[src/verilog/gb_cart_pkg.sv]
// --------------------
// shared constants for the cartridge side of the handheld core
// header offsets, cpu region codes, bus widths, cart address union
// --------------------

package gb_cart_pkg;

	// --------------------
	// widths
	// --------------------
	localparam int CART_ADDR_W = 16;                      // cpu cart bus
	localparam int ROM_BANK_W  = 9;                       // mbc5 has 512 banks max
	localparam int ROM_OFFS_W  = 14;                      // 16k rom bank
	localparam int ROM_ADDR_W  = ROM_BANK_W + ROM_OFFS_W; // 8MB byte address
	localparam int CRAM_OFFS_W = 13;                      // 8k ram bank
	localparam int DL_ADDR_W   = 25;                      // download port byte address

	// --------------------
	// header fields
	// --------------------
	// the download port moves 16-bit words at even addresses,
	// the high byte is the odd address
	localparam logic [DL_ADDR_W-1:0] HDR_CGB_ADDR  = 25'h000142; // cgb flag in high byte (143h)
	localparam logic [DL_ADDR_W-1:0] HDR_TYPE_ADDR = 25'h000146; // mapper type in high byte (147h)
	localparam logic [DL_ADDR_W-1:0] HDR_SIZE_ADDR = 25'h000148; // rom size low, ram size high

	// --------------------
	// cpu write/read regions, cart_addr[15:13]
	// --------------------
	localparam logic [2:0] REGION_RAM_EN   = 3'b000; // 0000-1fff
	localparam logic [2:0] REGION_ROM_BANK = 3'b001; // 2000-3fff
	localparam logic [2:0] REGION_RAM_BANK = 3'b010; // 4000-5fff
	localparam logic [2:0] REGION_MODE     = 3'b011; // 6000-7fff
	localparam logic [2:0] REGION_CRAM     = 3'b101; // a000-bfff

	localparam logic [3:0] RAM_ENABLE_KEY = 4'hA; // low nibble that opens cart ram

	// one cpu address word, seen two ways
	typedef struct packed {
		logic [2:0]             region; // 8k region code
		logic [CRAM_OFFS_W-1:0] offs;   // offset inside an 8k ram bank
	} cart_rgn_view_t;

	typedef struct packed {
		logic [1:0]            quad; // 16k quadrant, 0 fixed bank, 1 switchable
		logic [ROM_OFFS_W-1:0] offs; // offset inside a 16k rom bank
	} cart_rom_view_t;

	typedef union packed {
		cart_rgn_view_t rgn;
		cart_rom_view_t rom;
	} cart_addr_u;

endpackage

[src/verilog/mbc_bank_regs.sv]
// --------------------
// mapper control registers, written by cpu stores to 0000-7fff
// held at defaults while in reset or while a new image downloads
// --------------------
`timescale 1ns/1ps

module mbc_bank_regs (
	input  logic                               clk_sys,
	input  logic                               reset,
	input  logic                               cart_download,
	input  logic [gb_cart_pkg::CART_ADDR_W-1:0] cart_addr,
	input  logic                               cart_wr,  // one cycle store strobe
	input  logic [7:0]                         cart_di,
	input  logic                               is_mbc1,
	input  logic                               is_mbc3,
	input  logic                               is_mbc5,
	output logic [gb_cart_pkg::ROM_BANK_W-1:0] rom_bank_reg,
	output logic [3:0]                         ram_bank_reg, // 0-15
	output logic                               mbc1_mode,     // 0 = 16/8, 1 = 4/32
	output logic                               mbc3_rtc_mode, // a000-bfff shows rtc
	output logic                               ram_enable
);
	import gb_cart_pkg::*;

	cart_addr_u wr_addr;

	assign wr_addr = cart_addr;

	// --------------------
	// register writes
	// --------------------
	always_ff @(posedge clk_sys) begin
		if (reset || cart_download) begin
			rom_bank_reg  <= ROM_BANK_W'(1); // bank 1 in 4000-7fff
			ram_bank_reg  <= 4'd0;
			mbc1_mode     <= 1'b0;
			mbc3_rtc_mode <= 1'b0;
			ram_enable    <= 1'b0;
		end else if (cart_wr) begin
			case (wr_addr.rgn.region)
				REGION_RAM_EN: begin
					// any other value locks the ram again
					ram_enable <= (cart_di[3:0] == RAM_ENABLE_KEY);
				end

				REGION_ROM_BANK: begin
					if (is_mbc5) begin
						if (wr_addr.rgn.offs[CRAM_OFFS_W-1])
							rom_bank_reg[ROM_BANK_W-1] <= cart_di[0]; // 3000-3fff, bit 8
						else
							rom_bank_reg[ROM_BANK_W-2:0] <= cart_di;  // 2000-2fff, low byte
					end else if (cart_di[6:0] == 7'd0) begin
						rom_bank_reg <= ROM_BANK_W'(1); // mbc1-3 can't select bank 0 here
					end else begin
						rom_bank_reg <= ROM_BANK_W'(cart_di[6:0]);
					end
				end

				REGION_RAM_BANK: begin
					if (is_mbc3) begin
						if (cart_di[3]) begin
							mbc3_rtc_mode <= 1'b1; // 08h-0ch pick an rtc register
						end else begin
							mbc3_rtc_mode <= 1'b0;
							ram_bank_reg  <= {2'b00, cart_di[1:0]};
						end
					end else if (is_mbc5) begin
						ram_bank_reg <= cart_di[3:0]; // 16 banks
					end else begin
						// mbc1, also upper rom bits in mode 0
						ram_bank_reg <= {2'b00, cart_di[1:0]};
					end
				end

				REGION_MODE: begin
					if (is_mbc1)
						mbc1_mode <= cart_di[0];
				end

				default: ; // other regions are not registers
			endcase
		end
	end

	// bank 0 in the switchable window is an mbc5 feature only
	a_bank_not_zero: assert property (@(posedge clk_sys) disable iff (reset || cart_download)
		!is_mbc5 |-> (rom_bank_reg != '0));

endmodule

[config.mk]
export PLATFORM = sky130hd
export DESIGN_NAME = mbc_bank_regs
export DESIGN_NICKNAME = d
export VERILOG_FILES = /design/src/verilog/gb_cart_pkg.sv /design/src/verilog/mbc_bank_regs.sv
export SDC_FILE = /design/constraint.sdc
export NUM_CORES = 1
export LEC_CHECK = 0
export ABC_CLOCK_PERIOD_IN_PS = 1100
export BUFFER_PORTS_ARGS = -buffer_cell sky130_fd_sc_hd__clkbuf_2
export CAP_MARGIN = 20
export CORE_MARGIN = 2
export CORE_UTILIZATION = 30
export DETAILED_ROUTE_END_ITERATION = 12
export HOLD_SLACK_MARGIN = 0.03
export REMOVE_ABC_BUFFERS = 1
export SYNTH_ARGS = -nofsm -noshare
export SYNTH_HDL_FRONTEND = slang
export SYNTH_SLANG_ARGS = --single-unit
[constraint.sdc]
create_clock -name clk_sys -period 1.1 [get_ports clk_sys]
set_input_delay 0.22 -clock clk_sys [delete_from_list [all_inputs] [get_ports clk_sys]]
set_output_delay 0.22 -clock clk_sys [all_outputs]
set_load 0.005 [all_outputs]
Yosys cells after proc, flatten, opt, wreduce, memory -nomap -nowiden --
Index checks and enable logic that the tools add are counted.
Storage, ports and cells: bits in registers 16, input bits 31, output and inout port bits 16, word-level logic and storage cells 30
Cells by class: eq/ne operators 7, muxes and demuxes 8, reductions and logical operators 9
Operator list (count):
- $reduce_and 3->1 | 5
- $mux 4 | 3
- $mux 9 | 1
- $mux 8 | 1
- $logic_not 7->1 | 1
- $mux 7 | 1
- $eq 3x2->1 const B | 2
- $ne 2x2->1 const B | 3
- $eq 4x4->1 const B | 1
- $eq 3x1->1 const B | 1
- $logic_not 3->1 | 1
- $mux 1 | 2
- $reduce_and 2->1 | 1
- $logic_or 1x1->1 | 1

Depth between registers and ports, before layout --
depth in word-level cells 3, depth in mapped cells 4, gate-level depth less buffers 3

Least setup slack after synthesis --
OpenSTA, ideal clock, no wires.
path kind in2reg, start point in cart_addr[15] (netlist bit), end point reg ram_enable, setup time 0.117 ns, arrival 0.811 ns, data required time 0.983 ns, path slack 0.172 ns, cell stages on the path 3, buffers on the path 0, path through nor4b_1 mux2i_1 nor2_1
On the way: word-level cells in the longest chain between the ends 2
Ends and longest elaborated chain:
- from (decl) | line mbc_bank_regs.sv:11 | input logic [gb_cart_pkg::CART_ADDR_W-1:0] cart_addr,
- $logic_not 3->1 | line mbc_bank_regs.sv:40 | case (wr_addr.rgn.region)
- $reduce_and 2->1 (no source line)
- to (signal assigned) | line mbc_bank_regs.sv:43 | ram_enable <= (cart_di[3:0] == RAM_ENABLE_KEY);
- to (decl) | line mbc_bank_regs.sv:21 | output logic ram_enable
Every way passes these cells. A chain may end at the register's enable or synchronous reset.

Worst setup path after layout --
start point reg rom_bank_reg[0] (netlist bit), end point out rom_bank_reg[0] (netlist bit)
RTL lines:
- from (decl) | line mbc_bank_regs.sv:17 | output logic [gb_cart_pkg::ROM_BANK_W-1:0] rom_bank_reg,
- from (signal, indexed assignment) | line mbc_bank_regs.sv:49 | rom_bank_reg[ROM_BANK_W-1] <= cart_di[0];
- from (signal, indexed assignment) | line mbc_bank_regs.sv:51 | rom_bank_reg[ROM_BANK_W-2:0] <= cart_di;
- from (signal assigned) | line mbc_bank_regs.sv:55 | rom_bank_reg <= ROM_BANK_W'(cart_di[6:0]);
No word-level cell between the ends.

==> results.yml <==
run_status:
  status: "finished clean"
critical_path:
  crit_path_max_fanout: 2
  reg2reg_slack_ns: 0.41
  slowest_delay_ns: 0.35
  timing.rr.end: "mbc1_mode"
  crit_chain: "clkbuf_2"
  path_delay_family: "flip-flops"
  worstSetupPathType: "flop to primary output"
  reg2regPathDepth: 2
  cp.required_ns: 0.88
  endpoint_kind: "primary output"
  slowest_stage: "dfxtp_1"
  critPathLaunchType: "flop"
  worst_ep_arrival_time_ns: 0.76
  worstPathBufferInverterCount: 1
  r2r-start: "mbc1_mode"
floorplanning:
  core_um2: 2250
  die_w_um: 53.4
  start_util_pct: 32.5
  die_y_um: 53.4
  num_rows: 17
  dieArea_um2: 2860
  num_io_pins: 47
clocking:
  cts_buffer_depth: 2
  hold_buffers: 0
  cts_tree: "yes"
  cts_buffers: 3
  clk_pin_slew_ns: 0.09
  clock-sinks: 16
  root_buffer: "clkbuf_4"
  htreeDepth: 1
  cts_resized: 0
  insertion_delay_ns: 0.28
  postCtsSetupBuffers: 0
yosys:
  synth_area_um2: 733
  synth-seq-cells: 16
  ys_warn_count: 0
  syn_area_per_cell_um2: 8.73
  synth_cell_types: 28
  netlist_instances: 84
  yosysSeqAreaShare_pct: 43.7
timing:
  rsz0062_at_grt: "no"
  period_needed_ns: 0.976
  finalHoldViolCount: 0
  fmax_mhz: 1020
  worst_pin_slew_ns: 0.330
  fin_ws_ns: 0.124
  setup_tns_ns: 0
  fin_skew_ns: 0
  setup_violations: 0
  final_max_slew_viol_count: 0
  timing.final.crit_share_pct: 88.7
  relSlewSlack_pct: 77.7
placement:
  place.gp.congestion: 0.751
  port-buffer-count: 34
  hpwl_um: 1510
  place_ws_ns: -0.0299
detailed_routing:
  dr.pass1.iters: 4
  first_iter_violations: 13
  final_antenna_net_count: 0
  routedWlPerCell_um: 12.3
  route.vias.total: 779
  drc: 0
  viasPerCell: 5.09
  finalWirelength_um: 1880
global_route:
  grt_max_degree: 11
  grt_pass1_wl_um: 2820
  antenna_found_initial: 0
  grt_usage_pct: 13.7
  grt_pass1_vias: 682
  grt-ovfl-total: 0
layout:
  fillers: 251
  post-route-util_pct: 44.3
  largest_reg_flops: 9
  final_nets: 157
  syn2layout_area_growth_pct: 36.3
  diodes: 0
  drive_gt1_share_pct: 38.4
worst_hold_path:
  hold_path_depth: 3
  min_to: "rom_bank_reg[7]"
  min_path_type: "primary input to flop"
  min_from: "cart_di[7]"
power:
  vdd_drop_max_mv: 0.450
  powerDensity_nw_per_um2: 1100
  leakage_nw: 0.419
flow_run:
  drv_cap: 0
==> per-stage QoR <==
| step | cells | power, W | area, µm² | hold WS, ns |
|---|---|---|---|---|
| finish | 153 | 0.00110 | 1000 | 0.177 |
| global route | 153 | 0.00115 | 1000 | 0.172 |
| CTS | 153 | 0.00111 | 1000 | 0.164 |
| detailed placement | 149 | 0.000724 | 963 | 0.464 |
| global placement | 149 | 0.000722 | 963 | 0.454 |
| floorplan | 81 | 0.000644 | 713 | 0.368 |
==> how the worst max path moves through the flow <==
stage | startpoint | to | depth (start not counted)
global route | rom_bank_reg[0] | rom_bank_reg[0] | 1
detailed placement | cart_addr[14] | rom_bank_reg[0] | 5
floorplan | cart_addr[14] | rom_bank_reg[0] | 3
global placement | cart_addr[14] | rom_bank_reg[0] | 5
CTS | rom_bank_reg[0] | rom_bank_reg[0] | 1
finish | rom_bank_reg[0] | rom_bank_reg[0] | 1
==> layout make-up <==
cell class,instances,area [µm²],area share (%)
multi-input combinational,65,393,39.3
sequential,16,320,32.0
timing repair buffer,40,215,21.5
clock buffer,4,36.3,3.63
tap,28,35.0,3.50
==> Yosys cell counts <==
cell | number | share of area (%)
a21oi_1 | 11 | 7.5
o22ai_1 | 2 | 1.7
and4bb_1 | 1 | 1.7
buf_6 | 1 | 1.5
nor4bb_1 | 1 | 1.4
a21boi_0 | 1 | 1.0
o21a_1 | 1 | 1.0
nand3_1 | 10 | 6.8
nand4bb_1 | 2 | 3.1
nand2_1 | 8 | 4.1
and2_1 | 2 | 1.7
nor4_1 | 1 | 0.85
mux2i_1 | 2 | 2.7
a41oi_1 | 1 | 1.2
dfxtp_1 | 16 | 44
nor2_1 | 3 | 1.5
nand3b_1 | 1 | 1.0
a211oi_2 | 1 | 1.7
buf_2 | 1 | 0.68
and4b_1 | 1 | 1.4
nor2b_1 | 1 | 0.85
nor4b_1 | 1 | 1.2
nor3_1 | 1 | 0.68
buf_1 | 1 | 0.51
and3_2 | 1 | 1.0
and4bb_2 | 1 | 1.7
o21ai_0 | 10 | 6.8
or2_2 | 1 | 0.85
==> where the power goes <==
group          leakage, nW  internal [W]  switching, W
Sequential           0.129      0.000582    0.00000146
Clock               0.0210      0.000201      0.000182
Combinational        0.269     0.0000582     0.0000700
Total                0.419      0.000841      0.000254
==> per-layer routing <==
metal	vias to the layer above	GRT usage, %	part of all wire [%]
met3	4	0.847	5.1
li1	398	-	-
met4	0	8.97	1.7
met2	22	23.0	48
met1	355	16.7	45
met5	-	0	0
==> cells in the final DEF, fill, tap and decap left out, types with 2 or more instances in the layout <==
cell type,n
clkbuf_2,34
dfxtp_1,16
nor2_1,3
and2_1,2
o22ai_1,2
buf_4,6
clkbuf_4,3
nand2_1,8
nand3_1,10
mux2i_1,2
nand4bb_1,2
a21oi_1,11
o21ai_0,10
==> cells by family after synthesis <==
kind of cell / after synthesis / synth area share (%)
AOI/OAI and AO/OA: 27 / 21.0
buffers and inverters: 3 / 2.73
DFF: 16 / 43.7
muxes: 2 / 2.73
and+or+nand+nor: 36 / 29.9
(Power assumes the default switching activity.)
