--- src/verilog/gb_cart_pkg.sv ---
// --------------------
// shared constants for the cartridge side of the handheld core
// header offsets, cpu region codes, bus widths, cart address union
// --------------------

package gb_cart_pkg;

	// --------------------
	// widths
	// --------------------
	localparam int CART_ADDR_W = 16;                      // cpu cart bus
	localparam int ROM_BANK_W  = 9;                       // mbc5 has 512 banks max
	localparam int ROM_OFFS_W  = 14;                      // 16k rom bank
	localparam int ROM_ADDR_W  = ROM_BANK_W + ROM_OFFS_W; // 8MB byte address
	localparam int CRAM_OFFS_W = 13;                      // 8k ram bank
	localparam int DL_ADDR_W   = 25;                      // download port byte address

	// --------------------
	// header fields
	// --------------------
	// the download port moves 16-bit words at even addresses,
	// the high byte is the odd address
	localparam logic [DL_ADDR_W-1:0] HDR_CGB_ADDR  = 25'h000142; // cgb flag in high byte (143h)
	localparam logic [DL_ADDR_W-1:0] HDR_TYPE_ADDR = 25'h000146; // mapper type in high byte (147h)
	localparam logic [DL_ADDR_W-1:0] HDR_SIZE_ADDR = 25'h000148; // rom size low, ram size high

	// --------------------
	// cpu write/read regions, cart_addr[15:13]
	// --------------------
	localparam logic [2:0] REGION_RAM_EN   = 3'b000; // 0000-1fff
	localparam logic [2:0] REGION_ROM_BANK = 3'b001; // 2000-3fff
	localparam logic [2:0] REGION_RAM_BANK = 3'b010; // 4000-5fff
	localparam logic [2:0] REGION_MODE     = 3'b011; // 6000-7fff
	localparam logic [2:0] REGION_CRAM     = 3'b101; // a000-bfff

	localparam logic [3:0] RAM_ENABLE_KEY = 4'hA; // low nibble that opens cart ram

	// one cpu address word, seen two ways
	typedef struct packed {
		logic [2:0]             region; // 8k region code
		logic [CRAM_OFFS_W-1:0] offs;   // offset inside an 8k ram bank
	} cart_rgn_view_t;

	typedef struct packed {
		logic [1:0]            quad; // 16k quadrant, 0 fixed bank, 1 switchable
		logic [ROM_OFFS_W-1:0] offs; // offset inside a 16k rom bank
	} cart_rom_view_t;

	typedef union packed {
		cart_rgn_view_t rgn;
		cart_rom_view_t rom;
	} cart_addr_u;

endpackage

--- src/verilog/cart_header_capture.sv ---
// --------------------
// snoops the rom download stream for the cartridge header bytes
// decodes mapper kind and bank masks, flags when the cart is ready
// --------------------
`timescale 1ns/1ps

module cart_header_capture #(
	parameter int CRAM_BANK_W = 4
) (
	input  logic                             clk_sys,
	input  logic                             reset,
	input  logic                             cart_download, // high for whole image
	input  logic                             dl_wr,         // one strobe per word
	input  logic [gb_cart_pkg::DL_ADDR_W-1:0] dl_addr,
	input  logic [15:0]                      dl_data,
	output logic                             is_mbc1,
	output logic                             is_mbc2,
	output logic                             is_mbc3,
	output logic                             is_mbc5,
	output logic [gb_cart_pkg::ROM_BANK_W-1:0] rom_mask,
	output logic [CRAM_BANK_W-1:0]           ram_mask,
	output logic                             cart_ready,
	output logic                             is_gbc_game
);
	import gb_cart_pkg::*;

	logic [7:0] cart_type;
	logic [7:0] rom_size;
	logic [7:0] ram_size;
	logic [7:0] cgb_flag;
	logic       download_q; // delayed level for falling edge
	logic [ROM_BANK_W:0] rom_span; // bank count, one bit wider

	// --------------------
	// header capture
	// --------------------
	always_ff @(posedge clk_sys) begin
		if (reset) begin
			cart_type <= 8'h00;
			rom_size  <= 8'h00;
			ram_size  <= 8'h00;
			cgb_flag  <= 8'h00;
		end else if (cart_download && dl_wr) begin
			if (dl_addr == HDR_CGB_ADDR)  cgb_flag  <= dl_data[15:8];
			if (dl_addr == HDR_TYPE_ADDR) cart_type <= dl_data[15:8];
			if (dl_addr == HDR_SIZE_ADDR) begin
				rom_size <= dl_data[7:0];
				ram_size <= dl_data[15:8];
			end
		end
	end

	// ready one cycle after download ends, dropped when the next one starts
	always_ff @(posedge clk_sys) begin
		if (reset) begin
			download_q <= 1'b0;
			cart_ready <= 1'b0;
		end else begin
			download_q <= cart_download;
			if (cart_download)
				cart_ready <= 1'b0;
			else if (download_q)
				cart_ready <= 1'b1; // falling edge of cart_download
		end
	end

	// mapper kind from the type byte
	assign is_mbc1 = (cart_type >= 8'd1)  && (cart_type <= 8'd3);
	assign is_mbc2 = (cart_type == 8'd5)  || (cart_type == 8'd6);
	assign is_mbc3 = (cart_type >= 8'd15) && (cart_type <= 8'd19);
	assign is_mbc5 = (cart_type >= 8'd25) && (cart_type <= 8'd30);

	// size 0 is 2 banks, each step doubles; odd sizes 52h-54h fall back to 128 banks
	assign rom_span = (ROM_BANK_W+1)'(2) << rom_size[3:0];
	assign rom_mask = (rom_size <= 8'd8) ? rom_span[ROM_BANK_W-1:0] - 1'b1 :
		ROM_BANK_W'(8'h7F);

	always_comb begin
		if (ram_size <= 8'd2)
			ram_mask = '0;                 // none, 2k or 8k, single bank
		else if (ram_size == 8'd3)
			ram_mask = CRAM_BANK_W'(2'b11); // 32k, 4 banks
		else
			ram_mask = '1;                 // 128k and up
	end

	assign is_gbc_game = (cgb_flag == 8'h80) || (cgb_flag == 8'hC0);

	// the type tables must never overlap, bank regs and map rely on it
	a_one_kind: assert property (@(posedge clk_sys) disable iff (reset)
		$onehot0({is_mbc1, is_mbc2, is_mbc3, is_mbc5}));

endmodule

--- config.mk ---
export PLATFORM = sky130hd
export DESIGN_NAME = cart_header_capture
export DESIGN_NICKNAME = d
export VERILOG_FILES = /design/src/verilog/gb_cart_pkg.sv /design/src/verilog/cart_header_capture.sv
export SDC_FILE = /design/constraint.sdc
export NUM_CORES = 1
export LEC_CHECK = 0
export BUFFER_PORTS_ARGS = -buffer_cell sky130_fd_sc_hd__buf_2
export CORE_MARGIN = 10
export CORE_UTILIZATION = 49
export CTS_CLUSTER_SIZE = 16
export DETAILED_ROUTE_END_ITERATION = 12
export PLACE_DENSITY = 0.86
export REMOVE_ABC_BUFFERS = 1
export SLEW_MARGIN = 0
export SYNTH_ARGS = -nofsm -noshare
export SYNTH_HDL_FRONTEND = slang
export SYNTH_SLANG_ARGS = --single-unit
--- constraint.sdc ---
create_clock -name clk_sys -period 2.6 [get_ports clk_sys]
set_input_delay 0.39 -clock clk_sys [delete_from_list [all_inputs] [get_ports clk_sys]]
set_output_delay 0.39 -clock clk_sys [all_outputs]
set_load 0.03 [all_outputs]
; ---- Yosys cells after proc, flatten, opt, wreduce, memory -nomap -nowiden
; Index checks and enable logic that the tools add are counted.
[op_classes]
addsub = 1
magnitude_cmp = 8
shifts = 1
reduce_logical = 10
n_eq_ne = 8
mux = 3
[ops]
columns = operator, count
row1 = 25-bit by 9-bit == test with 1-bit output (second input constant), 3
row2 = 8-bit by 3-bit == test with 1-bit output (second input constant), 2
row3 = 8-bit == test (second input constant), 2
row4 = 8-bit by 2-bit <= comparator with 1-bit output (second input constant), 2
row5 = 8-bit by 5-bit <= comparator with 1-bit output (second input constant), 2
row6 = 9-bit two-way mux, 1
row7 = 2-bit by 4-bit << shifter with 9-bit output (first input constant), 1
row8 = 9-bit by 1-bit subtractor with 9-bit output (second input constant), 1
row9 = 8-bit by 2-bit == test with 1-bit output (second input constant), 1
row10 = 8-bit by 1-bit >= comparator with 1-bit output (second input constant), 1
row11 = 8-bit by 4-bit >= comparator with 1-bit output (second input constant), 1
row12 = 8-bit by 5-bit >= comparator with 1-bit output (second input constant), 1
row13 = 8-bit by 4-bit <= comparator with 1-bit output (second input constant), 1
row14 = 4-bit two-way mux, 2
row15 = 2-bit AND reduction, 3
row16 = 1-bit logical AND, 4
row17 = 1-bit logical OR, 2
row18 = 2-bit OR reduction, 1
[totals]
out_inout_bits = 19
ff_bits = 34
word_cells = 37

; ---- Longest topological paths before layout
[depth]
ltp_word = 3
ltp_mapped = 7

; ---- Worst setup path after synthesis
; No wires, ideal clock.
[synth_timing]
path_type = reg-to-output
start = reg rom_size[1]
end = out rom_mask[3] (netlist name)
slack_ns = -0.156
stages_incl_launch_ff = 8
t_arrival_ns = 2.366
path_cell_list = dfxtp_1 -> clkbuf_1 -> nor3_1 -> nand2_1 -> ha_1 -> nand3_1 -> o21ai_0 -> o311ai_0
[synth_between]
elab_chain_len = 3
elab_cells_between_ends = 4
[synth_lines]
columns = item, line_no
row1 = "start, declared", cart_header_capture.sv:28  ; logic [7:0] rom_size;
row2 = "start signal, assigned", cart_header_capture.sv:47  ; rom_size <= dl_data[7:0];
row3 = 2-bit by 4-bit << shifter with 9-bit output, cart_header_capture.sv:74  ; assign rom_span = (ROM_BANK_W+1)'(2) << rom_size[3:0];
row4 = 9-bit by 1-bit subtractor with 9-bit output, cart_header_capture.sv:75  ; assign rom_mask = (rom_size <= 8'd8) ? rom_span[ROM_BANK_W-1:0] - 1'b1 :
row5 = 9-bit two-way mux *, cart_header_capture.sv:75
row6 = "end, declared", cart_header_capture.sv:20  ; output logic [gb_cart_pkg::ROM_BANK_W-1:0] rom_mask,
; Every way passes the cells marked *; elsewhere a longest branch is shown, timed or not.

; ---- Final worst setup path
[layout_timing]
start = reg rom_size[0]
end = out rom_mask[7] (netlist name)
; Same word-level chain as after synthesis.

==> impl_metrics.py <==
metrics = {
    "timing": {
        "finalSetupViolCount": 0,
        "finalClockSkew_ns": 0.00239,
        "period_needed_ns": 2.46,
        "final_hold_viol_count": 0,
        "max_slew.worst_pin.slew_ns": 0.742,
        "tns_ns": 0,
        "slew_viol_final": 0,
        "period_share_pct": 94.7,
        "rsz0062_at_grt": "no",
        "slew_headroom_pct": 50.1,
        "fmax_mhz": 406,
    },
    "clock_tree": {
        "cts_sinks": 33,
        "clockBufferDepth": 2,
        "clk_pin_slew_ns": 0.06,
        "tritoncts": "done",
        "htree_levels": 2,
        "root_buffer": "clkbuf_8",
        "cts_buffers": 5,
        "clock_latency_ns": 0.29,
        "postCtsSetupBuffers": 0,
    },
    "worst_setup_path": {
        "r2r_start": "rom_size[2]",
        "rr_worst_depth": 3,
        "path_max_fanout": 8,
        "worstSetupPathType": "reg -> out",
        "cp-start-kind": "flip-flop",
        "cp.required_ns": 2.21,
        "cp.arrival_ns": 2.07,
        "timing.rr.end": "rom_size[2]",
        "worst_setup_path_end_kind": "output port",
        "reg2reg_slack_ns": 1.73,
    },
    "route": {
        "first_iter_violations": 111,
        "ant_nets": 0,
        "vias": 1656,
        "post_drt_wl_per_cell_um": 13.5,
        "vias_per_cell": 5.31,
        "dr.pass1.iters": 4,
        "drc": 0,
        "drt_wl_total_um": 4220,
    },
    "min_path": {
        "hp-start": "cart_download",
        "min_delay_path_depth": 2,
        "hold_end": "cart_ready",
        "hp-class": "in -> reg",
    },
    "grt": {
        "met3_usage_pct": 4.34,
        "grt-ovfl-total": 0,
        "met1_usage_pct": 14.9,
        "grt_pass1_wl_um": 7070,
        "grt_use_total_pct": 13.3,
        "grt-busiest-layer": "met2",
        "first_global_vias": 1661,
        "grt_max_degree": 50,
        "antenna_found_initial": 0,
        "use_met2_pct": 21.7,
    },
    "placement": {
        "place_congestion": 0.813,
        "hpwlAfterDp_um": 3170,
        "dp_cells": 304,
        "io_buffer_count": 62,
    },
    "synthesis": {
        "yosys.cell_types.count": 36,
        "synthTopCellsByArea": "dfxtp_1, nand2b_1, o21ai_0, mux2i_1, nor2b_1",
        "yosys.area.top_type": "dfxtp_1",
        "ys.flop_type": "dfxtp_1",
        "yosysWarnings": 0,
        "ys_seq_area_share_pct": 36.7,
        "ys_async_sr_fraction_pct": 0,
        "netlist.area_leader.share_pct": 36.7,
        "syn_area_sq_um": 1800,
        "yosys_register_bits": 33,
        "avgSynthCellArea_sq_um": 8.61,
        "syn-instance-count": 209,
        "synth_enable_flop_cells": 0,
    },
    "finish": {
        "final_cells": 312,
        "drive_gt1_share_pct": 30.1,
        "nNetsFinal": 311,
        "final_util_pct": 64.3,
        "area_growth_pct": 22.9,
        "antenna_cells": 0,
    },
    "power": {
        "leakage_nw": 1.02,
        "power_density_nw_per_um2": 455,
        "worst_ir_drop_vdd_v": 0.000259,
    },
    "die": {
        "dieArea_sq_um": 6500,
        "die_h_um": 80.6,
        "row_count": 21,
        "die_w_um": 80.6,
        "core_sq_um": 3440,
        "start_util_pct": 52.3,
        "boundaryPins": 64,
    },
    "run": {
        "maxCapViolCount": 0,
    },
    "run_status": {
        "status": "complete, no violations",
    },
}
layout by cell type, fill, tap and decap left out, types with 6 or more instances in the layout:
master	synthesis	layout
o21ai_0	35	35
dfxtp_1	33	33
nand2_1	10	10
nor4_1	6	6
buf_2	0	62
mux2i_1	15	15
nor2_1	6	6
nor2b_1	16	16
clkbuf_8	0	7
nand2b_1	33	33
worst max-delay path, stage by stage, from the launching register on:
cell     delay (ns)
dfxtp_1        0.38
nor3_2         0.28
nand2_1        0.09
ha_1           0.24
or3_1          0.36
a21oi_1        0.12
o21a_1         0.13
buf_2          0.19
Yosys cell counts, drive strengths merged, types with 2 or more instances:
master   n
and3     4
o21ai   35
clkbuf  11
nand2b  33
inv      3
nand3    4
or3      2
dfxtp   33
nor4    10
nor2     6
buf      4
mux2i   15
nor2b   16
nor4b    2
nor3     4
nand2   10
metrics by stage:
step | setup slack, ns | cell area, sq um | hold WS [ns] | total power, W
after floorplan | -0.0694 | 1720 | 0.438 | 0.000545
after global placement | 0.403 | 2110 | 0.457 | 0.000594
after global routing | 0.0106 | 2210 | 0.292 | 0.00104
after CTS | 0.0467 | 2210 | 0.284 | 0.00102
final | 0.138 | 2210 | 0.288 | 0.00101
after detailed placement | 0.372 | 2110 | 0.462 | 0.000595
state kept, by name, indices dropped and copies added, names as in the netlist:
| signal | cells |
|---|---|
| cart_ready | 1 |
| rom_size | 8 |
| cart_type | 8 |
| download_q | 1 |
| ram_size | 8 |
| cgb_flag | 7 |
repair_timing:
| action | in CTS | in global routing |
|---|---|---|
| endpoints found under the setup margin | 0 | 1 |
| gates resized for setup | 0 | 1 |
| hold buffers | 0 | 0 |
logic make-up (layout without fill, tap and decap cells):
logic type | Yosys count | count (layout) | share of synthesized area, %
other | 1 | 1 | 0.208
AO/OA/AOI/OAI | 43 | 43 | 12.9
AND/OR/NAND/NOR | 97 | 97 | 35.9
XOR/XNOR | 1 | 1 | 0.487
adder cells (fa/ha/maj) | 1 | 1 | 0.695
buffers and inverters | 18 | 75 | 4.86
multiplexers | 15 | 15 | 8.34
flip-flops | 33 | 33 | 36.7
cell type report:
cell class / count / area [sq um]
tap: 46 / 57.6
fill: 298 / 1230
inverter: 3 / 11.3
multi-input combinational: 158 / 1060
clock inverter: 1 / 5.00
clock buffer: 7 / 96.3
sequential: 33 / 661
timing repair buffer: 64 / 325
power by group:
part | leakage (nW) | internal [W] | switching (W) | total (W)
combinational | 0.696 | 0.0000390 | 0.0000364 | 0.0000754
clock | 0.0542 | 0.000239 | 0.000186 | 0.000425
sequential | 0.266 | 0.000507 | 0.000000559 | 0.000507
total | 1.02 | 0.000785 | 0.000223 | 0.00101
worst max path at each step:
stage	startpoint	to	slack, ns	depth (start not counted)
5_1_grt	rom_size[0]	rom_mask[7]	0.01	7
4_1_cts	rom_size[0]	rom_mask[7]	0.05	7
2_1_floorplan	rom_size[0]	rom_mask[3]	-0.07	6
3_5_place_dp	rom_size[0]	rom_mask[7]	0.37	7
6_report	rom_size[0]	rom_mask[7]	0.14	7
3_3_place_gp	rom_size[0]	rom_mask[7]	0.40	7
layer usage:
layer  wire [um]  up-vias
li1            -      836
met1        1810      754
met2        1950       58
met3         361        8
met4         104        0
met5           0        -
(Power assumes the default switching activity.)
