**src/verilog/gb_cart_pkg.sv**
```systemverilog
// --------------------
// shared constants for the cartridge side of the handheld core
// header offsets, cpu region codes, bus widths, cart address union
// --------------------

package gb_cart_pkg;

	// --------------------
	// widths
	// --------------------
	localparam int CART_ADDR_W = 16;                      // cpu cart bus
	localparam int ROM_BANK_W  = 9;                       // mbc5 has 512 banks max
	localparam int ROM_OFFS_W  = 14;                      // 16k rom bank
	localparam int ROM_ADDR_W  = ROM_BANK_W + ROM_OFFS_W; // 8MB byte address
	localparam int CRAM_OFFS_W = 13;                      // 8k ram bank
	localparam int DL_ADDR_W   = 25;                      // download port byte address

	// --------------------
	// header fields
	// --------------------
	// the download port moves 16-bit words at even addresses,
	// the high byte is the odd address
	localparam logic [DL_ADDR_W-1:0] HDR_CGB_ADDR  = 25'h000142; // cgb flag in high byte (143h)
	localparam logic [DL_ADDR_W-1:0] HDR_TYPE_ADDR = 25'h000146; // mapper type in high byte (147h)
	localparam logic [DL_ADDR_W-1:0] HDR_SIZE_ADDR = 25'h000148; // rom size low, ram size high

	// --------------------
	// cpu write/read regions, cart_addr[15:13]
	// --------------------
	localparam logic [2:0] REGION_RAM_EN   = 3'b000; // 0000-1fff
	localparam logic [2:0] REGION_ROM_BANK = 3'b001; // 2000-3fff
	localparam logic [2:0] REGION_RAM_BANK = 3'b010; // 4000-5fff
	localparam logic [2:0] REGION_MODE     = 3'b011; // 6000-7fff
	localparam logic [2:0] REGION_CRAM     = 3'b101; // a000-bfff

	localparam logic [3:0] RAM_ENABLE_KEY = 4'hA; // low nibble that opens cart ram

	// one cpu address word, seen two ways
	typedef struct packed {
		logic [2:0]             region; // 8k region code
		logic [CRAM_OFFS_W-1:0] offs;   // offset inside an 8k ram bank
	} cart_rgn_view_t;

	typedef struct packed {
		logic [1:0]            quad; // 16k quadrant, 0 fixed bank, 1 switchable
		logic [ROM_OFFS_W-1:0] offs; // offset inside a 16k rom bank
	} cart_rom_view_t;

	typedef union packed {
		cart_rgn_view_t rgn;
		cart_rom_view_t rom;
	} cart_addr_u;

endpackage

```
**src/verilog/mbc_addr_map.sv**
```systemverilog
// --------------------
// cpu address to external rom byte address and cart ram address
// purely combinational, banks masked to the sizes from the header
// --------------------
`timescale 1ns/1ps

module mbc_addr_map #(
	parameter int CRAM_BANK_W = 4
) (
	input  logic [gb_cart_pkg::CART_ADDR_W-1:0] cart_addr,
	input  logic [gb_cart_pkg::ROM_BANK_W-1:0]  rom_bank_reg,
	input  logic [3:0]                          ram_bank_reg,
	input  logic                                mbc1_mode,
	input  logic                                is_mbc1,
	input  logic                                is_mbc2,
	input  logic                                is_mbc3,
	input  logic                                is_mbc5,
	input  logic [gb_cart_pkg::ROM_BANK_W-1:0]  rom_mask,
	input  logic [CRAM_BANK_W-1:0]              ram_mask,
	output logic [gb_cart_pkg::ROM_ADDR_W-1:0]  rom_addr,
	output logic [CRAM_BANK_W+gb_cart_pkg::CRAM_OFFS_W-1:0] cram_addr
);
	import gb_cart_pkg::*;

	cart_addr_u                a;
	logic                      has_mapper;
	logic [ROM_BANK_W-1:0]     mbc_bank;  // selected bank before masking
	logic [ROM_BANK_W-1:0]     rom_bank;
	logic [CRAM_BANK_W-1:0]    ram_bank_m;
	logic [CRAM_BANK_W-1:0]    cram_bank;

	assign a          = cart_addr;
	assign has_mapper = is_mbc1 | is_mbc2 | is_mbc3 | is_mbc5;

	// --------------------
	// rom banking
	// --------------------
	always_comb begin
		if (is_mbc1)
			// mode 0: ram bank bits are rom lines 5-6
			mbc_bank = ROM_BANK_W'({mbc1_mode ? 2'b00 : ram_bank_reg[1:0],
				rom_bank_reg[4:0]});
		else if (is_mbc5)
			mbc_bank = rom_bank_reg; // full 9 bits, bank 0 allowed
		else
			mbc_bank = ROM_BANK_W'(rom_bank_reg[6:0]); // mbc2, mbc3
	end

	always_comb begin
		case (a.rom.quad)
			2'b00:   rom_bank = '0;                      // 0000-3fff fixed bank
			2'b01:   rom_bank = has_mapper ? (mbc_bank & rom_mask) :
				ROM_BANK_W'(1);                          // 32k linear without mapper
			default: rom_bank = '0;                      // not a rom window
		endcase
	end

	assign rom_addr = {rom_bank, a.rom.offs};

	// --------------------
	// cart ram banking
	// --------------------
	// mask folds banks beyond the header ram size back onto real storage
	assign ram_bank_m = ram_bank_reg[CRAM_BANK_W-1:0] & ram_mask;

	always_comb begin
		if (is_mbc1)
			cram_bank = mbc1_mode ? ram_bank_m : '0; // mode 0 has one ram bank
		else if (is_mbc3 || is_mbc5)
			cram_bank = ram_bank_m;
		else
			cram_bank = '0; // mbc2 and plain carts
	end

	assign cram_addr = {cram_bank, a.rgn.offs};

endmodule

```
**config.mk**
```make
export PLATFORM = sky130hd
export DESIGN_NAME = mbc_addr_map
export DESIGN_NICKNAME = d
export VERILOG_FILES = /design/src/verilog/gb_cart_pkg.sv /design/src/verilog/mbc_addr_map.sv
export SDC_FILE = /design/constraint.sdc
export NUM_CORES = 1
export LEC_CHECK = 0
export BUFFER_PORTS_ARGS = -buffer_cell sky130_fd_sc_hd__buf_2
export CORE_UTILIZATION = 27
export DETAILED_ROUTE_END_ITERATION = 8
export MAX_ROUTING_LAYER = met4
export PLACE_DENSITY = 0.88
export SYNTH_ARGS = -nofsm -noshare
export SYNTH_HDL_FRONTEND = slang
export SYNTH_SLANG_ARGS = --single-unit
```
**constraint.sdc**
```tcl
create_clock -name vclk -period 1.8
set_input_delay 0.36 -clock vclk [all_inputs]
set_output_delay 0.36 -clock vclk [all_outputs]
set_load 0.02 [all_outputs]
```
# Word level (Yosys, flattened, before mapping)

Cells that the tools add are included.

Input bits: 47
Logic and storage cells: 15
Memories: 0
Bits in latches: 0
Flip-flop bits (word level): 0
Memory bits (writable): 0
Output and inout port bits: 40
Bits in read-only memories: 0

$lt $le $gt $ge: 0
Divide/modulo/power cells: 0
Reductions and logical operators: 1
Mux-type cells: 8
Multiply operators: 0
Equality and inequality tests: 1
$add $sub $neg: 0
Shifts and indexed selects: 0
Bitwise gates (word level): 5

Operator list:

| kind                 | count |
|---|---|
| $mux W9              | 4 |
| $mux W4              | 3 |
| $and A9 B9 Y9        | 1 |
| $and A4 B4 Y4        | 1 |
| $or A1 B1 Y1         | 3 |
| $eq A2 B1 Y1 const B | 1 |
| $mux W2              | 1 |
| $logic_or A1 B1 Y1   | 1 |

# Depth between registers and ports, before layout

Gate-level depths: netlist (run 1).

Depth in word-level cells: 5
Gate-level depth with buffers: 2
Gate-level depth less buffers: 2

# Worst setup path after synthesis (run 1)

OpenSTA, ideal clock, no wires.

Path type: input to output
From: in is_mbc5
To: out rom_addr[14] (netlist name)
Data required time: 1.440 ns
Arrival: 1.231 ns
Path buffers: 0
Setup slack: 0.209 ns
Stages: 2
Cells stage by stage: or4_1 -> a21oi_1

Word-level cells in the longest chain between the ends: 3

RTL lines:

| item            | RTL line           | RTL |
|---|---|---|
| start, declared | mbc_addr_map.sv:17 | `input logic is_mbc5,` |
| $or A1 B1 Y1    | mbc_addr_map.sv:33 | `assign has_mapper = is_mbc1 \| is_mbc2 \| is_mbc3 \| is_mbc5;` |
| $mux W9         | mbc_addr_map.sv:52 | `2'b01: rom_bank = has_mapper ? (mbc_bank & rom_mask) :` |
| $mux W9         | mbc_addr_map.sv:50 | `case (a.rom.quad)` |
| end, declared   | mbc_addr_map.sv:20 | `output logic [gb_cart_pkg::ROM_ADDR_W-1:0] rom_addr,` |

Every way passes these cells.

# Worst setup path in the final report (run 1)

Ends and elaborated chain as after synthesis.

==> results of run 1 <==
-- per-stage QoR --
stage / total power, W / area, µm²
3_3_place_gp: 0.0000838 / 453
4_1_cts: 0.0000874 / 453
3_5_place_dp: 0.0000872 / 453
6_report: 0.0000865 / 453
2_1_floorplan: 0.000121 / 399
5_1_grt: 0.0000966 / 453
-- synth_stat cells --
cell and number:
nor4bb_1 1, nor4_2 1, nor2b_1 1, nand2b_1 3
buf_4 27, a211oi_1 2, or4_1 1, and3_1 2
a21oi_1 1, nand3b_1 4, nand2_1 9, nor3_1 9
-- kinds of logic (layout without fill, tap and decap cells) --
logic type | Yosys count | count (layout) | synth area share (%)
AO/OA/AOI/OAI | 3 | 3 | 5.01
buffers and inverters | 27 | 47 | 50.8
AND/OR/NAND/NOR | 31 | 31 | 44.2
-- power by group through the flow --
stage	registers (W)	logic [W]	clock network, W
after floorplan	0	0.000121	0
after global placement	0	0.0000838	0
after detailed placement	0	0.0000872	0
after CTS	0	0.0000874	0
after global routing	0	0.0000966	0
final	0	0.0000865	0
-- final timing paths --
path | startpoint | end | slack [ps] | cells past startpoint
min | cart_addr[11] | cram_addr[11] | 720 | 0
max | is_mbc5 | rom_addr[14] | 120 | 4
-- final cells by class --
class,instances,area (µm²),share of cell area (%)
Timing Repair Buffer,47,238,52.5
Multi-Input combinational cell,34,196,43.4
Tap cell,15,18.8,4.14
-- metal layers --
metal	up-vias	wire length (µm)	part of all wire [%]
li1	223	-	-
met1	197	359	32
met2	39	616	55
met3	3	133	12
met4	0	8	0.72
met5	-	0	0
==> qor.txt, run 1 <==
Sequential area share after synthesis: 0%
Area Growth Syn to Fin: 13.5%
Final setup viols: 0
Max frequency: 597 MHz
Synth area leaders: buf_4 (51%), nor3_1 (11%), nand2_1 (8.5%), nand3b_1 (7.5%), nand2b_1 (4.7%)
Critical Path Sink Type: output port
Switching pwr: 0.0000431 W
Post-CTS sizing: 0
Worst path slowest cell: or4_1
Top Family by Delay on Critical Path: simple AND/OR/NAND/NOR gates
Slew Viols, Final: 0
Min Hold Slack: 720 ps
Worst-path cell chain: buf_2 -> or4_1 -> a21oi_1 -> buf_2
Share of layout cells above drive strength 1: 59.3%
Crit path launch type: input port
N_diodes: 0
Syn Area/Cell: 6.54 µm²
Layer with the highest usage: met2
Setup WS post-layout: 124 ps
I/O Buffers: 46
Unrepaired setup endpoints after global routing: no
Antenna violations before repair: 0
Gate power share: 100.0%
Fin crit period: 1680 ps
Met1 Use GR: 11.2%
Largest net degree at the start of global routing: 10
Run status: finished clean
Flop pwr share: 0%
Critical path required time: 1440 ps
Die area: 1640 µm²
Final std cells w/o fill: 96
Largest stage delay, worst path: 530 ps
Fin util: 34.0%
Data arrival, critical path: 1320 ps
Crit path kind: in2out
Slew @ Worst Pin: 492 ps
Syn nets: 108
Critical path fanouts, max: 4
Total overflow reported by the global router: 0
Worst min-delay path class: in2out
Wire per inst: 11.6 µm
Rows: 13
Met3 Track Usage GR: 3.33%
Die height: 40.5 µm
Final worst-path cycle share: 93.1%
Critical path's most frequent cell: buf_2
GRT met2 Usage: 25.0%
Global-route wire length before repair: 1350 µm
Post-route antenna net violation count: 0
Residual DRC: 0
Max_slew headroom: 67.0%
CORE AREA: 1330 µm²
Fill count: 157
Clk pwr share: 0%
Crit path buf inv count: 2
First-iteration detailed-routing DRC count: 2
Setup TNS Final: 0 ps
Most common cell after layout, fill and taps aside: buf_2
Initial Util: 29.9%
Final hold vios: 0
Distinct cell type count after synthesis: 12
Nets: 130
Post-CTS Setup Inserts: 0
Worst slack at placement: 106 ps
Pwr per Cell Area: 191 nW/µm²
Via count: 462
Total I/O pin count: 87
CLK BUF: 0
Synthesized area: 399 µm²
FF+latch count: 0
Total Wirelength: 1120 µm
Total iterations of the first detailed-routing run: 2
Vias in the first global route: 374
Top-area cell type share of the netlist area: 50.8%
Most frequent cells in the layout: buf_2 (46), nand2_1 (9), nor3_1 (9)
Pint: 0.0000434 W
Die width: 40.5 µm
Leakage: 0.270 nW
Post-synthesis cell count: 61
Register area: 0 µm²
GPL Wtd Cong: 0.702
Total of max-cap violations: 0
Via density: 4.81
Synth Warn #: 0
Post-CTS Hold Fix Bufs: 0
Dpl cells: 96
Net Sw Frac: 49.8%
All-Layer GR Usage: 12.2%
Synth area leader: buf_4
VDD IR max: 69.7 µV
Power figures use the tool's default switching activity.
==> run 2, diff against run 1 <==
Settings changed: CORE_MARGIN set to 2, SETUP_SLACK_MARGIN set to 0.3.
==> run 2 against run 1 <==
Effect of this change:
- cell count grew 1.0%
- clock-buffer cell count stayed put
- core utilization up 9.5 points
- fmax grew 3.8%
- hold slack is essentially flat
- routed wire length grew 6.5%
- sequential share of layout area is the same
- via count fell by 3.0%
- design area grew 28%
- largest power group unchanged
- first-iteration DRC count shrank 100%
- global-route usage fell by 0.10 points
==> qor.txt, run 2 (synthesized netlist as in run 1, its figures left out) <==
CLK BUF: 0 (unchanged)
Post-CTS Hold Fix Bufs: 0 (unchanged)
Final hold vios: 0 (unchanged)
VDD IR max: 69.0 µV (-1.0%)
Crit path kind: in2out
Rows: 13 (unchanged)
Antenna violations before repair: 0 (unchanged)
Via density: 4.62 (-4.0%)
Critical path fanouts, max: 3 (-1)
Pwr per Cell Area: 192 nW/µm² (+0.78%)
Total I/O pin count: 87 (unchanged)
Max_slew headroom: 79.0% (+12 points)
Fin util: 43.4% (+9.5 points)
Most frequent cells in the layout: buf_2 (37), nand2_1 (9), nor3_1 (7)
Max frequency: 619 MHz (+3.8%)
Final std cells w/o fill: 97 (+1.0%)
Total of max-cap violations: 0 (unchanged)
Final setup viols: 0 (unchanged)
Net Sw Frac: 46.3% (-3.5 points)
Post-DP HPWL: 968 µm
Critical path required time: 1440 ps (about the same)
First-iteration detailed-routing DRC count: 0 (-2)
Setup TNS Final: 0 ps (unchanged)
Most common cell after layout, fill and taps aside: buf_2
Flop pwr share: 0% (unchanged)
Wire per inst: 12.2 µm (+5.4%)
Global-route wire length before repair: 1760 µm (+30%)
CORE AREA: 1330 µm² (unchanged)
Initial Util: 29.9% (unchanged)
Dpl cells: 96 (unchanged)
Post-route antenna net violation count: 0 (unchanged)
Nets: 131 (+0.77%)
Die area: 1800 µm² (+10%)
Register area: 0 µm² (unchanged)
Worst slack at placement: 73.1 ps (-33.1 ps)
Slew @ Worst Pin: 313 ps (-179 ps)
Gate power share: 100.0% (about the same)
Vias in the first global route: 431 (+15%)
Total iterations of the first detailed-routing run: 1 (-1)
Clk pwr share: 0% (unchanged)
Worst min-delay path class: in2out
Data arrival, critical path: 1250 ps (-70 ps)
FF+latch count: 0 (unchanged)
Share of layout cells above drive strength 1: 69.5% (+10 points)
Pint: 0.0000599 W (+38%)
Via count: 448 (-3.0%)
Total Wirelength: 1190 µm (+6.5%)
Die width: 42.5 µm (+4.9%)
Switching pwr: 0.0000516 W (+20%)
Area Growth Syn to Fin: 45.1%
N_diodes: 0 (unchanged)
Setup WS post-layout: 185 ps (+61.5 ps)
Min Hold Slack: 720 ps (-0.00600 ps)
Leakage: 0.304 nW (+13%)
Crit path launch type: input port
GPL Wtd Cong: 0.756 (+7.6%)
Run status: finished clean
Slew Viols, Final: 0 (unchanged)
Unrepaired setup endpoints after global routing: yes
Total overflow reported by the global router: 0 (unchanged)
Critical Path Sink Type: output port
Die height: 42.5 µm (+4.9%)
I/O Buffers: 46 (unchanged)
Largest net degree at the start of global routing: 10 (unchanged)
All-Layer GR Usage: 12.1% (-0.10 points)
Fin crit period: 1610 ps (-61.5 ps)
Residual DRC: 0 (unchanged)
Final worst-path cycle share: 89.7% (-3.4 points)
-- run 2: cell count changes in the layout (fill, tap and decap cells not counted), sizes merged --
cell and change:
buf +1
-- run 2: area by class of cell --
| type | count | area (µm²) |
|---|---|---|
| multi-input cells | 34 | 258 |
| well taps | 15 | 18.8 |
| repair buffers | 48 | 303 |
| fillers | 142 | 754 |
-- run 2: final timing paths --
check	startpoint	end	slack [ps]	cells after the start
max	is_mbc3	rom_addr[14]	190	4
min	cart_addr[13]	rom_addr[13]	720	0
-- run 2: repair_timing --
item                                    4_1_cts  5_1_grt
endpoints found under the setup margin       13       13
pin swaps                                     3        4
gates resized for setup                      12       13
setup buffers                                 1        0
-- run 2: per-layer routing --
layer  vias to the layer above  part of all wire [%]  global-route usage, %  routed length, µm
li1                        225                     -                      -                  -
met1                       193                    37                   14.2                439
met2                        26                    51                   22.8                603
met3                         4                    11                  0.862                134
met4                         0                  0.84                   1.25                 10
met5                         -                     0                      -                  0
-- run 2: power groups by stage --
stage	sequential [W]	combinational [W]	clock, W
floorplan	0	0.000123	0
global placement	0	0.0000860	0
detailed placement	0	0.0000886	0
CTS	0	0.000101	0
global route	0	0.000121	0
finish	0	0.000111	0
-- run 2: through the flow --
stage / power (W) / cell area (µm²)
finish: 0.000111 / 579
detailed placement: 0.0000886 / 464
global placement: 0.0000860 / 464
CTS: 0.000101 / 523
global route: 0.000121 / 579
floorplan: 0.000123 / 410
-- run 2: critical path, stage by stage --
cell and delay, ps:
buf_6 100, or4_4 540, a21oi_4 140, buf_6 130
==> run 3, diff against run 2 <==
Settings changed: REMOVE_ABC_BUFFERS set to 1.
==> run 3 against run 2 <==
Effect of this change:
- routed wire length grew 32%
- largest cell class unchanged
- highest routed layer is now met3
- clock-buffer cell count is the same
- design area shrank 0.86%
- largest power group unchanged
- flip-flop and latch count is the same
==> qor.txt, run 3 (synthesized netlist as in run 1, its figures left out) <==
Total of max-cap violations: 0 (unchanged)
Die width: 42.5 µm (unchanged)
Total overflow reported by the global router: 0 (unchanged)
Initial Util: 29.9% (unchanged)
Residual DRC: 0 (unchanged)
Post-route antenna net violation count: 0 (unchanged)
Tot Pwr: 0.000111 W (-0.13%)
Dpl cells: 96 (unchanged)
Pwr per Cell Area: 194 nW/µm² (+0.74%)
Fin crit period: 1610 ps (-7.70 ps)
Most frequent cells in the layout: buf_2 (36), nand2_1 (9), nor3_1 (8)
Antenna violations before repair: 0 (unchanged)
Area Growth Syn to Fin: 43.9%
Total Wirelength: 1570 µm (+32%)
Nets: 132 (+0.76%)
Run status: finished clean
VDD IR max: 78.9 µV (+14%)
Via count: 501 (+12%)
Slew @ Worst Pin: 273 ps (-40.6 ps)
Setup TNS Final: 0 ps (unchanged)
Most common cell after layout, fill and taps aside: buf_2
Rows: 13 (unchanged)
Max_slew headroom: 81.7% (+2.7 points)
Share of layout cells above drive strength 1: 67.5% (-2.0 points)
Crit path kind: in2out
Die height: 42.5 µm (unchanged)
Final setup viols: 0 (unchanged)
CLK BUF: 0 (unchanged)
Unrepaired setup endpoints after global routing: yes
I/O Buffers: 46 (unchanged)
Final worst-path cycle share: 89.3% (-0.43 points)
Critical path fanouts, max: 2 (-1)
GPL Wtd Cong: 0.713 (-5.6%)
Data arrival, critical path: 1250 ps (about the same)
First-iteration detailed-routing DRC count: 0 (unchanged)
Global-route wire length before repair: 2330 µm (+32%)
Critical Path Sink Type: output port
All-Layer GR Usage: 17.2% (+5.1 points)
Critical path required time: 1440 ps (about the same)
Vias in the first global route: 506 (+17%)
Leakage: 0.310 nW (+1.9%)
Register area: 0 µm² (unchanged)
N_diodes: 0 (unchanged)
Fill count: 147 (+3.5%)
Slew Viols, Final: 0 (unchanged)
Die area: 1800 µm² (unchanged)
Crit path launch type: input port
Max frequency: 622 MHz (+0.48%)
Via density: 5.11 (+11%)
Total I/O pin count: 87 (unchanged)
Multi-input gate area: 243 µm² (-5.8%)
CORE AREA: 1330 µm² (unchanged)
FF+latch count: 0 (unchanged)
Final hold vios: 0 (unchanged)
Hold Path Stages: 0 (unchanged)
Fin util: 43.1% (-0.38 points)
Min-Delay Startpoint: cart_addr[0]
Total iterations of the first detailed-routing run: 1 (unchanged)
Min Hold Slack: 720 ps (+0.269 ps)
Hold Path End: cram_addr[0]
Worst min-delay path class: in2out
Post-DP HPWL: 1340 µm (+39%)
Largest net degree at the start of global routing: 10 (unchanged)
Wire per inst: 16.0 µm (+31%)
Final std cells w/o fill: 98 (+1.0%)
-- run 3: area by class of cell --
| cell class | count | area share, % |
|---|---|---|
| Multi-Input combinational cell | 34 | 42.3 |
| Timing Repair Buffer | 49 | 54.5 |
| Tap cell | 15 | 3.27 |
-- run 3: worst max-delay path: stages --
cell and delay [ps]:
buf_6 90, or4_4 520, a21oi_2 120, buf_4 150
-- run 3: repair_timing --
item / CTS / global route
resized for setup: 7 / 18
endpoints found under the setup margin: 9 / 9
setup buffers: 1 / 1
pin swaps: 2 / 4
hold buffers: 0 / 0
endpoints found under the hold margin: 0 / 0
-- run 3: where the power goes --
group          internal (W)  switching (W)
sequential                0              0
combinational     0.0000615      0.0000499
clock                     0              0
-- run 3: worst max-delay path by stage --
| stage | cells after the start | to | startpoint | slack [ps] |
|---|---|---|---|---|
| 2_1_floorplan | 2 | rom_addr[14] | is_mbc5 | 210 |
| 5_1_grt | 4 | rom_addr[14] | is_mbc3 | 180 |
| 3_3_place_gp | 4 | rom_addr[14] | is_mbc5 | 140 |
| 3_5_place_dp | 4 | rom_addr[22] | is_mbc1 | 110 |
| 6_report | 4 | rom_addr[14] | is_mbc3 | 190 |
| 4_1_cts | 4 | rom_addr[14] | is_mbc3 | 150 |
-- run 3: stage by stage --
stage          instance area [µm²]  setup WS, ps
2_1_floorplan                  196           209
3_3_place_gp                   453           135
3_5_place_dp                   453           105
4_1_cts                        493           153
5_1_grt                        574           180
6_report                       574           193
-- run 3: metal layers --
metal  global-route usage [%]  vias up  share of wire (%)
met5                        -        -                  0
met4                        0        0                  0
met3                     13.4        0                 19
met2                     26.2       57                 45
met1                     19.0      213                 36
li1                         -      231                  -
